--- config.mk ---
export PLATFORM = sky130hd
export DESIGN_NAME = ls_queue
export DESIGN_NICKNAME = d
export VERILOG_FILES = /design/src/source/lsu_pkg.sv /design/src/source/lsu_fifo.sv /design/src/source/ls_queue.sv
export SDC_FILE = /design/constraint.sdc
export NUM_CORES = 1
export LEC_CHECK = 0
export ABC_AREA = 1
export BUFFER_PORTS_ARGS = -buffer_cell sky130_fd_sc_hd__buf_2
export CAP_MARGIN = 25
export CELL_PAD_IN_SITES_DETAIL_PLACEMENT = 1
export CELL_PAD_IN_SITES_GLOBAL_PLACEMENT = 2
export CORE_MARGIN = 1
export CORE_UTILIZATION = 39
export CTS_CLUSTER_DIAMETER = 200
export DETAILED_ROUTE_END_ITERATION = 10
export PLACE_DENSITY = 0.88
export SLEW_MARGIN = 20
export SYNTH_ARGS = -nofsm -noshare
export SYNTH_HDL_FRONTEND = slang
export SYNTH_SLANG_ARGS = --single-unit
--- constraint.sdc ---
create_clock -name clk_i -period 5.6 [get_ports clk_i]
set_clock_uncertainty 0.05 [all_clocks]
set_input_delay 0.84 -clock clk_i [delete_from_list [all_inputs] [get_ports clk_i]]
set_output_delay 0.84 -clock clk_i [all_outputs]
set_load 0.03 [all_outputs]
--- src/source/lsu_pkg.sv ---
package lsu_pkg;

    // ----------------------------------------
    // widths and sizes
    // ----------------------------------------

    localparam int XLEN       = 32;
    localparam int DMEM_WORDS = 256;
    // word address into the data RAM
    localparam int DMEM_AW    = $clog2(DMEM_WORDS);
    localparam int LSQ_DEPTH  = 4;

    // riscv width codes, loads
    localparam logic [2:0] LB  = 3'b000;
    localparam logic [2:0] LH  = 3'b001;
    localparam logic [2:0] LW  = 3'b010;
    localparam logic [2:0] LBU = 3'b100;
    localparam logic [2:0] LHU = 3'b101;
    // stores
    localparam logic [2:0] SB  = 3'b000;
    localparam logic [2:0] SH  = 3'b001;
    localparam logic [2:0] SW  = 3'b010;

    // ----------------------------------------
    // bundles
    // ----------------------------------------

    // request from the execution stage
    typedef struct packed {
        logic            is_store;
        logic [2:0]      funct3;
        logic [4:0]      rd;
        logic [XLEN-1:0] addr;
        logic [XLEN-1:0] wdata;
    } lsu_req_t;

    // data port request, wdata low-aligned
    typedef struct packed {
        logic            is_store;
        logic [2:0]      funct3;
        logic [XLEN-1:0] addr;
        logic [XLEN-1:0] wdata;
    } mem_req_t;

    // data port response, data is the bad address on an error
    typedef struct packed {
        logic            rerr;
        logic            werr;
        logic [XLEN-1:0] data;
    } mem_rsp_t;

    // per-load bookkeeping kept while in flight
    typedef struct packed {
        logic [4:0] rd;
        logic [2:0] funct3;
        logic [1:0] offset;
    } ld_ctrl_t;

    typedef struct packed {
        logic [4:0]      rd;
        logic [XLEN-1:0] data;
    } lsu_wb_t;

    typedef struct packed {
        logic            laf;
        logic            saf;
        logic [XLEN-1:0] badaddr;
    } lsu_fault_t;

endpackage

--- src/source/lsu_fifo.sv ---
`timescale 1ns/100ps

module lsu_fifo #(
    parameter type payload_t = logic [31:0],
    parameter int  DEPTH     = 4
) (
    input  logic     clk_i,
    input  logic     rst_i,
    input  logic     wr_i,
    input  payload_t din_i,
    input  logic     rd_i,
    output payload_t dout_o,
    output logic     empty_o,
    output logic     full_o
);

    payload_t                   mem [DEPTH];
    logic [$clog2(DEPTH)-1:0]   wr_ptr;
    logic [$clog2(DEPTH)-1:0]   rd_ptr;
    logic [$clog2(DEPTH+1)-1:0] count;

    // head is visible without a read
    assign dout_o  = mem[rd_ptr];
    assign empty_o = (count == '0);
    assign full_o  = (count == DEPTH);

    always_ff @(posedge clk_i) begin
        if (rst_i) begin
            wr_ptr <= '0;
            rd_ptr <= '0;
            count  <= '0;
        end else begin
            if (wr_i) begin
                wr_ptr <= (wr_ptr == DEPTH - 1) ? '0 : wr_ptr + 1'b1;
            end
            if (rd_i) begin
                rd_ptr <= (rd_ptr == DEPTH - 1) ? '0 : rd_ptr + 1'b1;
            end
            case ({wr_i, rd_i})
                2'b10:   count <= count + 1'b1;
                2'b01:   count <= count - 1'b1;
                default: count <= count;
            endcase
        end
    end

    always_ff @(posedge clk_i) begin
        if (wr_i) begin
            mem[wr_ptr] <= din_i;
        end
    end

    // the owner gates its strobes with the flags
    assert property (@(posedge clk_i) disable iff (rst_i) wr_i |-> !full_o)
        else $error("lsu_fifo: write while full");
    assert property (@(posedge clk_i) disable iff (rst_i) rd_i |-> !empty_o)
        else $error("lsu_fifo: read while empty");

endmodule

--- src/source/ls_queue.sv ---
`timescale 1ns/100ps

module ls_queue
    import lsu_pkg::*;
(
    input  logic       clk_i,
    input  logic       rst_i,
    // execution stage
    input  logic       exs_req_valid_i,
    input  lsu_req_t   exs_req_i,
    output logic       exs_full_o,
    // data port request
    output logic       dreq_valid_o,
    output mem_req_t   dreq_o,
    input  logic       dreq_ready_i,
    // data port response
    input  logic       drsp_valid_i,
    input  mem_rsp_t   drsp_i,
    output logic       drsp_ready_o,
    // register write and faults
    output logic       wb_valid_o,
    output lsu_wb_t    wb_o,
    output lsu_fault_t fault_o
);

    logic            req_wr;
    logic            req_empty;
    logic            req_full;
    lsu_req_t        req_head;
    logic            dreq_fire;
    logic            ldc_wr;
    logic            ldc_rd;
    logic            ldc_empty;
    logic            ldc_full;
    ld_ctrl_t        ldc_din;
    ld_ctrl_t        ldc_head;
    logic            rsp_accept;
    logic            rdat_wr;
    logic            rdat_empty;
    logic            rdat_full;
    logic [XLEN-1:0] rdat_head;
    logic [XLEN-1:0] ld_word;

    // ----------------------------------------
    // request side
    // ----------------------------------------

    assign exs_full_o = req_full | ldc_full;
    assign req_wr     = exs_req_valid_i & ~exs_full_o;

    // hold issue while there is no room to record a load
    assign dreq_valid_o = ~req_empty & ~ldc_full;
    assign dreq_fire    = dreq_valid_o & dreq_ready_i;

    always_comb begin
        dreq_o.is_store = req_head.is_store;
        dreq_o.funct3   = req_head.funct3;
        dreq_o.addr     = req_head.addr;
        dreq_o.wdata    = req_head.wdata;
    end

    lsu_fifo #(
        .payload_t (lsu_req_t),
        .DEPTH     (LSQ_DEPTH)
    ) u_req_fifo (
        .clk_i   (clk_i),
        .rst_i   (rst_i),
        .wr_i    (req_wr),
        .din_i   (exs_req_i),
        .rd_i    (dreq_fire),
        .dout_o  (req_head),
        .empty_o (req_empty),
        .full_o  (req_full)
    );

    // load bookkeeping, recorded on issue
    assign ldc_wr = dreq_fire & ~req_head.is_store;

    always_comb begin
        ldc_din.rd     = req_head.rd;
        ldc_din.funct3 = req_head.funct3;
        ldc_din.offset = req_head.addr[1:0];
    end

    // a completed load or a load fault retires the head
    assign ldc_rd = wb_valid_o | (rsp_accept & drsp_i.rerr);

    lsu_fifo #(
        .payload_t (ld_ctrl_t),
        .DEPTH     (LSQ_DEPTH)
    ) u_ldc_fifo (
        .clk_i   (clk_i),
        .rst_i   (rst_i),
        .wr_i    (ldc_wr),
        .din_i   (ldc_din),
        .rd_i    (ldc_rd),
        .dout_o  (ldc_head),
        .empty_o (ldc_empty),
        .full_o  (ldc_full)
    );

    // ----------------------------------------
    // response side
    // ----------------------------------------

    assign drsp_ready_o = ~rdat_full;
    assign rsp_accept   = drsp_valid_i & drsp_ready_o;
    // only good load data is kept
    assign rdat_wr      = rsp_accept & ~drsp_i.rerr & ~drsp_i.werr;

    lsu_fifo #(
        .payload_t (logic [XLEN-1:0]),
        .DEPTH     (LSQ_DEPTH)
    ) u_rdat_fifo (
        .clk_i   (clk_i),
        .rst_i   (rst_i),
        .wr_i    (rdat_wr),
        .din_i   (drsp_i.data),
        .rd_i    (wb_valid_o),
        .dout_o  (rdat_head),
        .empty_o (rdat_empty),
        .full_o  (rdat_full)
    );

    // register port never stalls
    assign wb_valid_o = ~rdat_empty;

    always_comb begin
        ld_word = rdat_head >> {ldc_head.offset, 3'b000};
        wb_o.rd = ldc_head.rd;
        case (ldc_head.funct3)
            LB:      wb_o.data = {{(XLEN-8){ld_word[7]}}, ld_word[7:0]};
            LH:      wb_o.data = {{(XLEN-16){ld_word[15]}}, ld_word[15:0]};
            LBU:     wb_o.data = {{(XLEN-8){1'b0}}, ld_word[7:0]};
            LHU:     wb_o.data = {{(XLEN-16){1'b0}}, ld_word[15:0]};
            default: wb_o.data = ld_word;
        endcase
    end

    always_comb begin
        fault_o.laf     = rsp_accept & drsp_i.rerr;
        fault_o.saf     = rsp_accept & drsp_i.werr;
        fault_o.badaddr = drsp_i.data;
    end

    // every load response needs an issued load behind it
    assert property (@(posedge clk_i) disable iff (rst_i)
        (drsp_valid_i && !drsp_i.werr) |-> !ldc_empty)
        else $error("ls_queue: load response with no load in flight");

endmodule

==> qor.yml, run 1 <==
min_from: "exs_req_i[53]"
total_leakage_power_nw: 8.54
worstPathBufferInverterCount: 2
synthDistinctLibCells: 30
dieArea_mm2: 0.0524
number_of_antenna_violations_at_the_first_check_in_global_routing: 11
result_of_the_run: "completed"
layout_common_cells: "edfxtp_1, buf_2, nand2_1"
post_cts_hold_buffer_count: 0
cp_data_arrival_time_ns: 3.59
critPathCaptureType: "output port"
final_core_utilization: 0.454
worstMarginPinSlew_ns: 0.996
clock-root-buffer: "clkbuf_16"
input_output_buffers: 254
clk_pin_slew_worst_paths_ns: 0.06
clk_latency_ns: 0.61
cp_cell_sequence: "inv_2, nand2_1, nand3_1, nand2_2, nand2_1, nand3_2, nand3_2, nand3_1, buf_2"
detail_route.drc_violations: 0
coreArea_mm2: 0.0505
rows: 82
hold_depth: 1
rrSetupSlack_ns: 2.10
setup-tns-final_ns: 0
final-setup-viol-count: 0
synth.ff_latch_count: 487
ctsLongestPathBuffers: 3
avgSynthCellArea_um2: 12.3
floorplan.initialDensity: 0.398
numCtsBuffers: 51
delay_of_the_slowest_critical_path_stage_ns: 0.79
grt_first_pass_wirelength_um: 75100
synth_seq_area_share: 0.715
post_drt_via_cell_ratio: 5.13
yosys_warnings: 0
largest_net_degree_at_the_start_of_global_routing: 88
startpoint_class_of_the_critical_path: "flop"
overflow_left_after_global_routing: 0
firstDrtPassIters: 5
final-hold-violation-count: 0
layout_min_cycle_time_ns: 4.48
vias: 12800
layout.cells.most_common: "edfxtp_1"
drt-initial-drc-count: 661
instance_count_on_the_critical_path: 9
cts_setup_buffers: 0
required_ns: 4.71
grtUsageTotal: 0.185
timing.critical_path.slowest_stage_cell: "dfxtp_1"
area_delta_synth_final_pct: 14.1
cts_num_sinks: 487
wl_per_cell_um: 19.6
postRouteWirelength_um: 48800
synth_nets: 1760
hold_path_end: "u_req_fifo.mem[1][53]$_DFFE_PP_"
die_w_um: 229
fp.dieH_um: 229
drive_gt1_frac: 0.215
timing.critical_path.fanout_max: 24
vias_in_the_first_global_route: 13500
resized_gates_after_cts: 0
routabilityCongestion: 0.811
cts_tree: "built"
worst-setup-path-type: "reg -> out"
grt_setup_unrepaired: "false"
power.density_mw_per_mm2: 552
synth_cells: 1627
nNetsFinal: 1906
worst_hold_path_type: "in -> reg"
worstRegToRegCells: 11
ctsHtreeMaxLevel: 2
slew_headroom: 0.333
synth_area_mm2: 0.0201
max_transition_viols_final: 0
cap_viol_max_count: 0
regToRegEndpoint: "u_ldc_fifo.count[2]$_SDFFE_PP0P_"
boundaryPins: 255
detailedPlacementHpwl_um: 30300
path_delay_family: "simple AND/OR/NAND/NOR gates"
layout_worst_path_cycle_share: 0.800
worst_ir_drop_vdd_v: 0.000560
count_of_antenna_violating_nets_left_after_detailed_routing: 0
achievable-frequency_mhz: 223
-- area by class of cell --
| type | count | area [um2] |
|---|---|---|
| sequential | 487 | 14400 |
| fill | 5313 | 27600 |
| tap | 672 | 841 |
| multi-input combinational | 904 | 4420 |
| timing repair buffer | 276 | 1450 |
| inverter | 53 | 201 |
| clock inverter | 30 | 295 |
| antenna | 5 | 12.5 |
| clock buffer | 64 | 1350 |
-- routing by layer --
metal,global-route usage,part of all wire,up-vias
li1,-,-,6005
met3,0.0520,0.066,88
met5,0,0.0020,-
met4,0.0631,0.023,14
met2,0.325,0.51,301
met1,0.216,0.40,6366
-- stage by stage --
step           hold slack [ns]  worst slack, ns  cell area, um2  power, mW  std cells
2_1_floorplan            0.372            0.893           20100       8.41       1627
3_3_place_gp             0.387             1.91           21200       9.33       2390
3_5_place_dp             0.401             1.72           21300       9.49       2391
4_1_cts                  0.351             1.10           22900       12.8       2485
5_1_grt                  0.371            0.753           22900       13.3       2487
6_report                 0.387             1.12           22900       12.7       2491
-- power breakdown --
group	internal, mW	switching, mW	total, mW	leakage, nW
combinational	1.18	3.49	4.68	3.34
clock	1.90	1.38	3.28	0.791
sequential	4.47	0.229	4.70	4.41
total	7.55	5.10	12.7	8.54
-- state kept, by name (all words and copies together), names as in the netlist, named ones only --
name and count:
u_req_fifo.wr_ptr 2, u_req_fifo.count 3, u_ldc_fifo.count 3, u_rdat_fifo.wr_ptr 2
u_ldc_fifo.rd_ptr 2, u_rdat_fifo.rd_ptr 2, u_req_fifo.rd_ptr 2, u_req_fifo.mem 292
u_rdat_fifo.mem 128, u_ldc_fifo.mem 40, u_ldc_fifo.wr_ptr 2, u_rdat_fifo.count 3
-- worst max-delay path by stage --
| stage | from | endpoint |
|---|---|---|
| 6_report | flop | wb_o[17] |
| 4_1_cts | flop | wb_o[17] |
| 5_1_grt | flop | wb_o[17] |
| 2_1_floorplan | exs_req_valid_i | u_req_fifo.mem[0][0]$_DFFE_PP_ |
| 3_3_place_gp | flop | wb_o[23] |
| 3_5_place_dp | flop | wb_o[17] |
-- cells by family (layout without fill, tap and decap cells) --
| group | Yosys count | after routing | share of synthesized area |
|---|---|---|---|
| adders and majority gates | 21 | 21 | 0.0142 |
| DFF | 487 | 487 | 0.715 |
| other | 0 | 5 | 0 |
| and+or+nand+nor | 565 | 565 | 0.118 |
| AOI/OAI and AO/OA | 318 | 318 | 0.0855 |
| buffers and inverters | 236 | 423 | 0.0672 |
-- synthesized netlist by cell type, drive strengths merged --
| library cell | n | share of area |
|---|---|---|
| a211oi | 2 | 0.00075 |
| a21oi | 26 | 0.0065 |
| and2 | 1 | 0.00031 |
| buf | 140 | 0.049 |
| clkbuf | 43 | 0.0080 |
| clkinv | 2 | 0.00037 |
| dfxtp | 27 | 0.027 |
| edfxtp | 460 | 0.69 |
| fa | 3 | 0.0030 |
| ha | 18 | 0.011 |
| inv | 51 | 0.0095 |
| nand2 | 252 | 0.048 |
| nand3 | 102 | 0.030 |
| nand4 | 2 | 0.00062 |
| nor2 | 208 | 0.039 |
| o211a | 2 | 0.0010 |
| o211ai | 1 | 0.00037 |
| o21a | 1 | 0.00037 |
| o21ai | 202 | 0.050 |
| o22ai | 84 | 0.026 |
Power figures use the tool's default switching activity.
==> inputs of run 2 (changes only) <==
CORE_UTILIZATION = 35   (was 39)
PLACE_DENSITY = 0.84   (was 0.88)
clock period = 4.05 ns   (was 5.6 ns; I/O delays follow)
==> qor.yml, run 2 (same netlist as run 1, synthesis figures left out) <==
post_drt_via_cell_ratio: 4.96  # was 5.13
final-hold-violation-count: 0  # unchanged
detail_route.drc_violations: 0  # unchanged
final-setup-viol-count: 0  # unchanged
path_delay_family: "simple AND/OR/NAND/NOR gates"  # unchanged
fin_area_mm2: 0.0233  # was 0.0229 mm2
reg.largest.list: "u_req_fifo.mem: 292 flops, u_rdat_fifo.mem: 128 flops, u_ldc_fifo.mem: 40 flops"  # unchanged
power.density_mw_per_mm2: 774  # was 552 mW/mm2
layout_worst_path_cycle_share: 0.932
firstDrtPassIters: 4  # was 5
delay_of_the_slowest_critical_path_stage_ns: 0.56  # was 0.79 ns
floorplan.initialDensity: 0.356  # was 0.398
cts_tree: "built"  # unchanged
drive_gt1_frac: 0.224  # was 0.215
max_transition_viols_final: 0  # unchanged
ctsHtreeMaxLevel: 2  # unchanged
p_sw_frac: 0.399  # was 0.403
largest_net_degree_at_the_start_of_global_routing: 101  # was 88
layout.cells.most_common: "edfxtp_1"  # unchanged
coreArea_mm2: 0.0565  # was 0.0505 mm2
final_core_utilization: 0.413  # was 0.454
crit_top_cell: "nand2_1"
fp.dieH_um: 242  # was 229 um
worstPathBufferInverterCount: 3  # was 2
total_leakage_power_nw: 8.69  # was 8.54 nW
grt_setup_unrepaired: "false"  # unchanged
placement.setup.worst_slack_ns: 0.847  # was 1.72 ns
clk_latency_ns: 0.61  # about the same
worstMarginPinSlew_ns: 1.01  # was 0.996 ns
postRouteWirelength_um: 50400  # was 48800 um
worst_hold_path_type: "in -> reg"  # unchanged
clock_power_share: 0.274  # was 0.259
nNetsFinal: 1914  # was 1906
cp_data_arrival_time_ns: 3.12  # was 3.59 ns
fin_worst_hold_slack_ns: 0.157  # was 0.387 ns
vias_in_the_first_global_route: 13700  # was 13500
layout_min_cycle_time_ns: 3.78
comb_power_share: 0.368  # was 0.369
worst_ir_drop_vdd_v: 0.000620  # was 0.000560 V
achievable-frequency_mhz: 265
cts_num_sinks: 487  # unchanged
registers.top_by_ff_count: "u_req_fifo.mem"  # unchanged
placement.cell_area_mm2: 0.0215  # was 0.0213 mm2
die_w_um: 242  # was 229 um
internal-power_mw: 10.9  # was 7.55 mW
timing.critical_path.slowest_stage_cell: "dfxtp_1"  # unchanged
timing.critical_path.fanout_max: 19  # was 24
number_of_antenna_violations_at_the_first_check_in_global_routing: 12  # was 11
clk_pin_slew_worst_paths_ns: 0.06  # about the same
overflow_left_after_global_routing: 0  # unchanged
grtUsageTotal: 0.170  # was 0.185
result_of_the_run: "completed"  # unchanged
dieArea_mm2: 0.0583  # was 0.0524 mm2
wl_per_cell_um: 19.5  # was 19.6 um
vias: 12800  # about the same
ctsLongestPathBuffers: 3  # unchanged
input_output_buffers: 254  # unchanged
detailedPlacementHpwl_um: 31900  # was 30300 um
setup-tns-final_ns: 0  # unchanged
cp_cell_sequence: "inv_2, nand2_1, nand2_1, nand2_1, nand2_2, buf_4, nor2_4, nand3_1, nand3_2, buf_2"  # was inv_2, nand2_1, nand3_1, nand2_2, nand2_1, nand3_2, nand3_2, nand3_1, buf_2
final.setup.worst_slack_ns: 0.274  # was 1.12 ns
numCtsBuffers: 53  # was 51
rows: 87  # was 82
grt_first_pass_wirelength_um: 77500  # was 75100 um
routabilityCongestion: 0.807  # was 0.811
cap_viol_max_count: 0  # unchanged
count_of_antenna_violating_nets_left_after_detailed_routing: 0  # unchanged
slew_headroom: 0.323  # was 0.333
layout_common_cells: "edfxtp_1, buf_2, nand2_1"  # unchanged
critPathCaptureType: "output port"  # unchanged
required_ns: 3.39  # was 4.71 ns
sequentialPowerShare: 0.357  # was 0.372
cts_setup_buffers: 0  # unchanged
startpoint_class_of_the_critical_path: "flop"  # unchanged
largest_reg_flops: 292  # unchanged
clock-root-buffer: "clkbuf_16"  # unchanged
worst-setup-path-type: "reg -> out"  # unchanged
area_delta_synth_final_pct: 16.2  # was 14.1%
drt-initial-drc-count: 587  # was 661
boundaryPins: 255  # unchanged
post_cts_hold_buffer_count: 0  # unchanged
p_switching_mw: 7.22  # was 5.10 mW
[run 2: cell types whose count changed in the layout (fill, tap and decap cells not counted), moves of 4 or more]
cell / change
bufinv_16: +4
clkinv_1: -6
buf_12: +7
clkinv_2: +5
[run 2: path summary, 6_finish.rpt]
check                                     end  slack (ns)  depth (start not counted)                             start
max                                  wb_o[31]        0.27                         10                              flop
min           u_req_fifo.mem[1][52]$_DFFE_PP_        0.16                          1                     exs_req_i[52]
max reg2reg  u_ldc_fifo.count[2]$_SDFFE_PP0P_        1.03                         11                              flop
min reg2reg  u_ldc_fifo.count[2]$_SDFFE_PP0P_        0.42                          1  u_ldc_fifo.count[2]$_SDFFE_PP0P_
[run 2: cell type report]
class	count	area [um2]
fillers	6020	33200
flip-flops and latches	487	14400
multi-input cells	904	4430
repair buffers	282	1580
clock buffers	64	1380
well taps	756	946
clock inverters	34	440
inverters	53	201
diodes	3	7.51
[run 2: worst register-to-register path, delay by kind of cell, from the launching register on]
family / cells / cell delay (ns)
compound gates: 4 / 0.52
fa+ha+maj: 2 / 0.79
buf+inv: 1 / 0.38
flops: 1 / 0.68
simple gates: 4 / 0.50
[run 2: per-layer routing]
layer  vias up  global-route usage  part of all wire
met1      6357               0.200              0.41
met4        20              0.0474             0.022
met3       103              0.0498             0.065
met5         -                   0            0.0024
met2       292               0.300              0.50
li1       6029                   -                 -
[run 2: stage by stage]
step	std cells	power [mW]
after floorplan	1627	11.6
after global placement	2479	13.1
after detailed placement	2479	13.3
after CTS	2577	18.3
after global routing	2581	19.0
final	2583	18.1
[run 2: power groups by stage]
stage / Sequential [mW] / Combinational, mW / Clock (mW)
global route: 6.52 / 7.25 / 5.25
global placement: 6.53 / 6.54 / 0
detailed placement: 6.57 / 6.70 / 0
floorplan: 6.44 / 5.18 / 0
finish: 6.46 / 6.66 / 4.95
CTS: 6.47 / 6.73 / 5.08
[run 2: what timing repair did]
item | in CTS | in global routing
endpoints found under the hold margin | 0 | 0
setup endpoints to repair | 0 | 23
resized for setup | 0 | 1
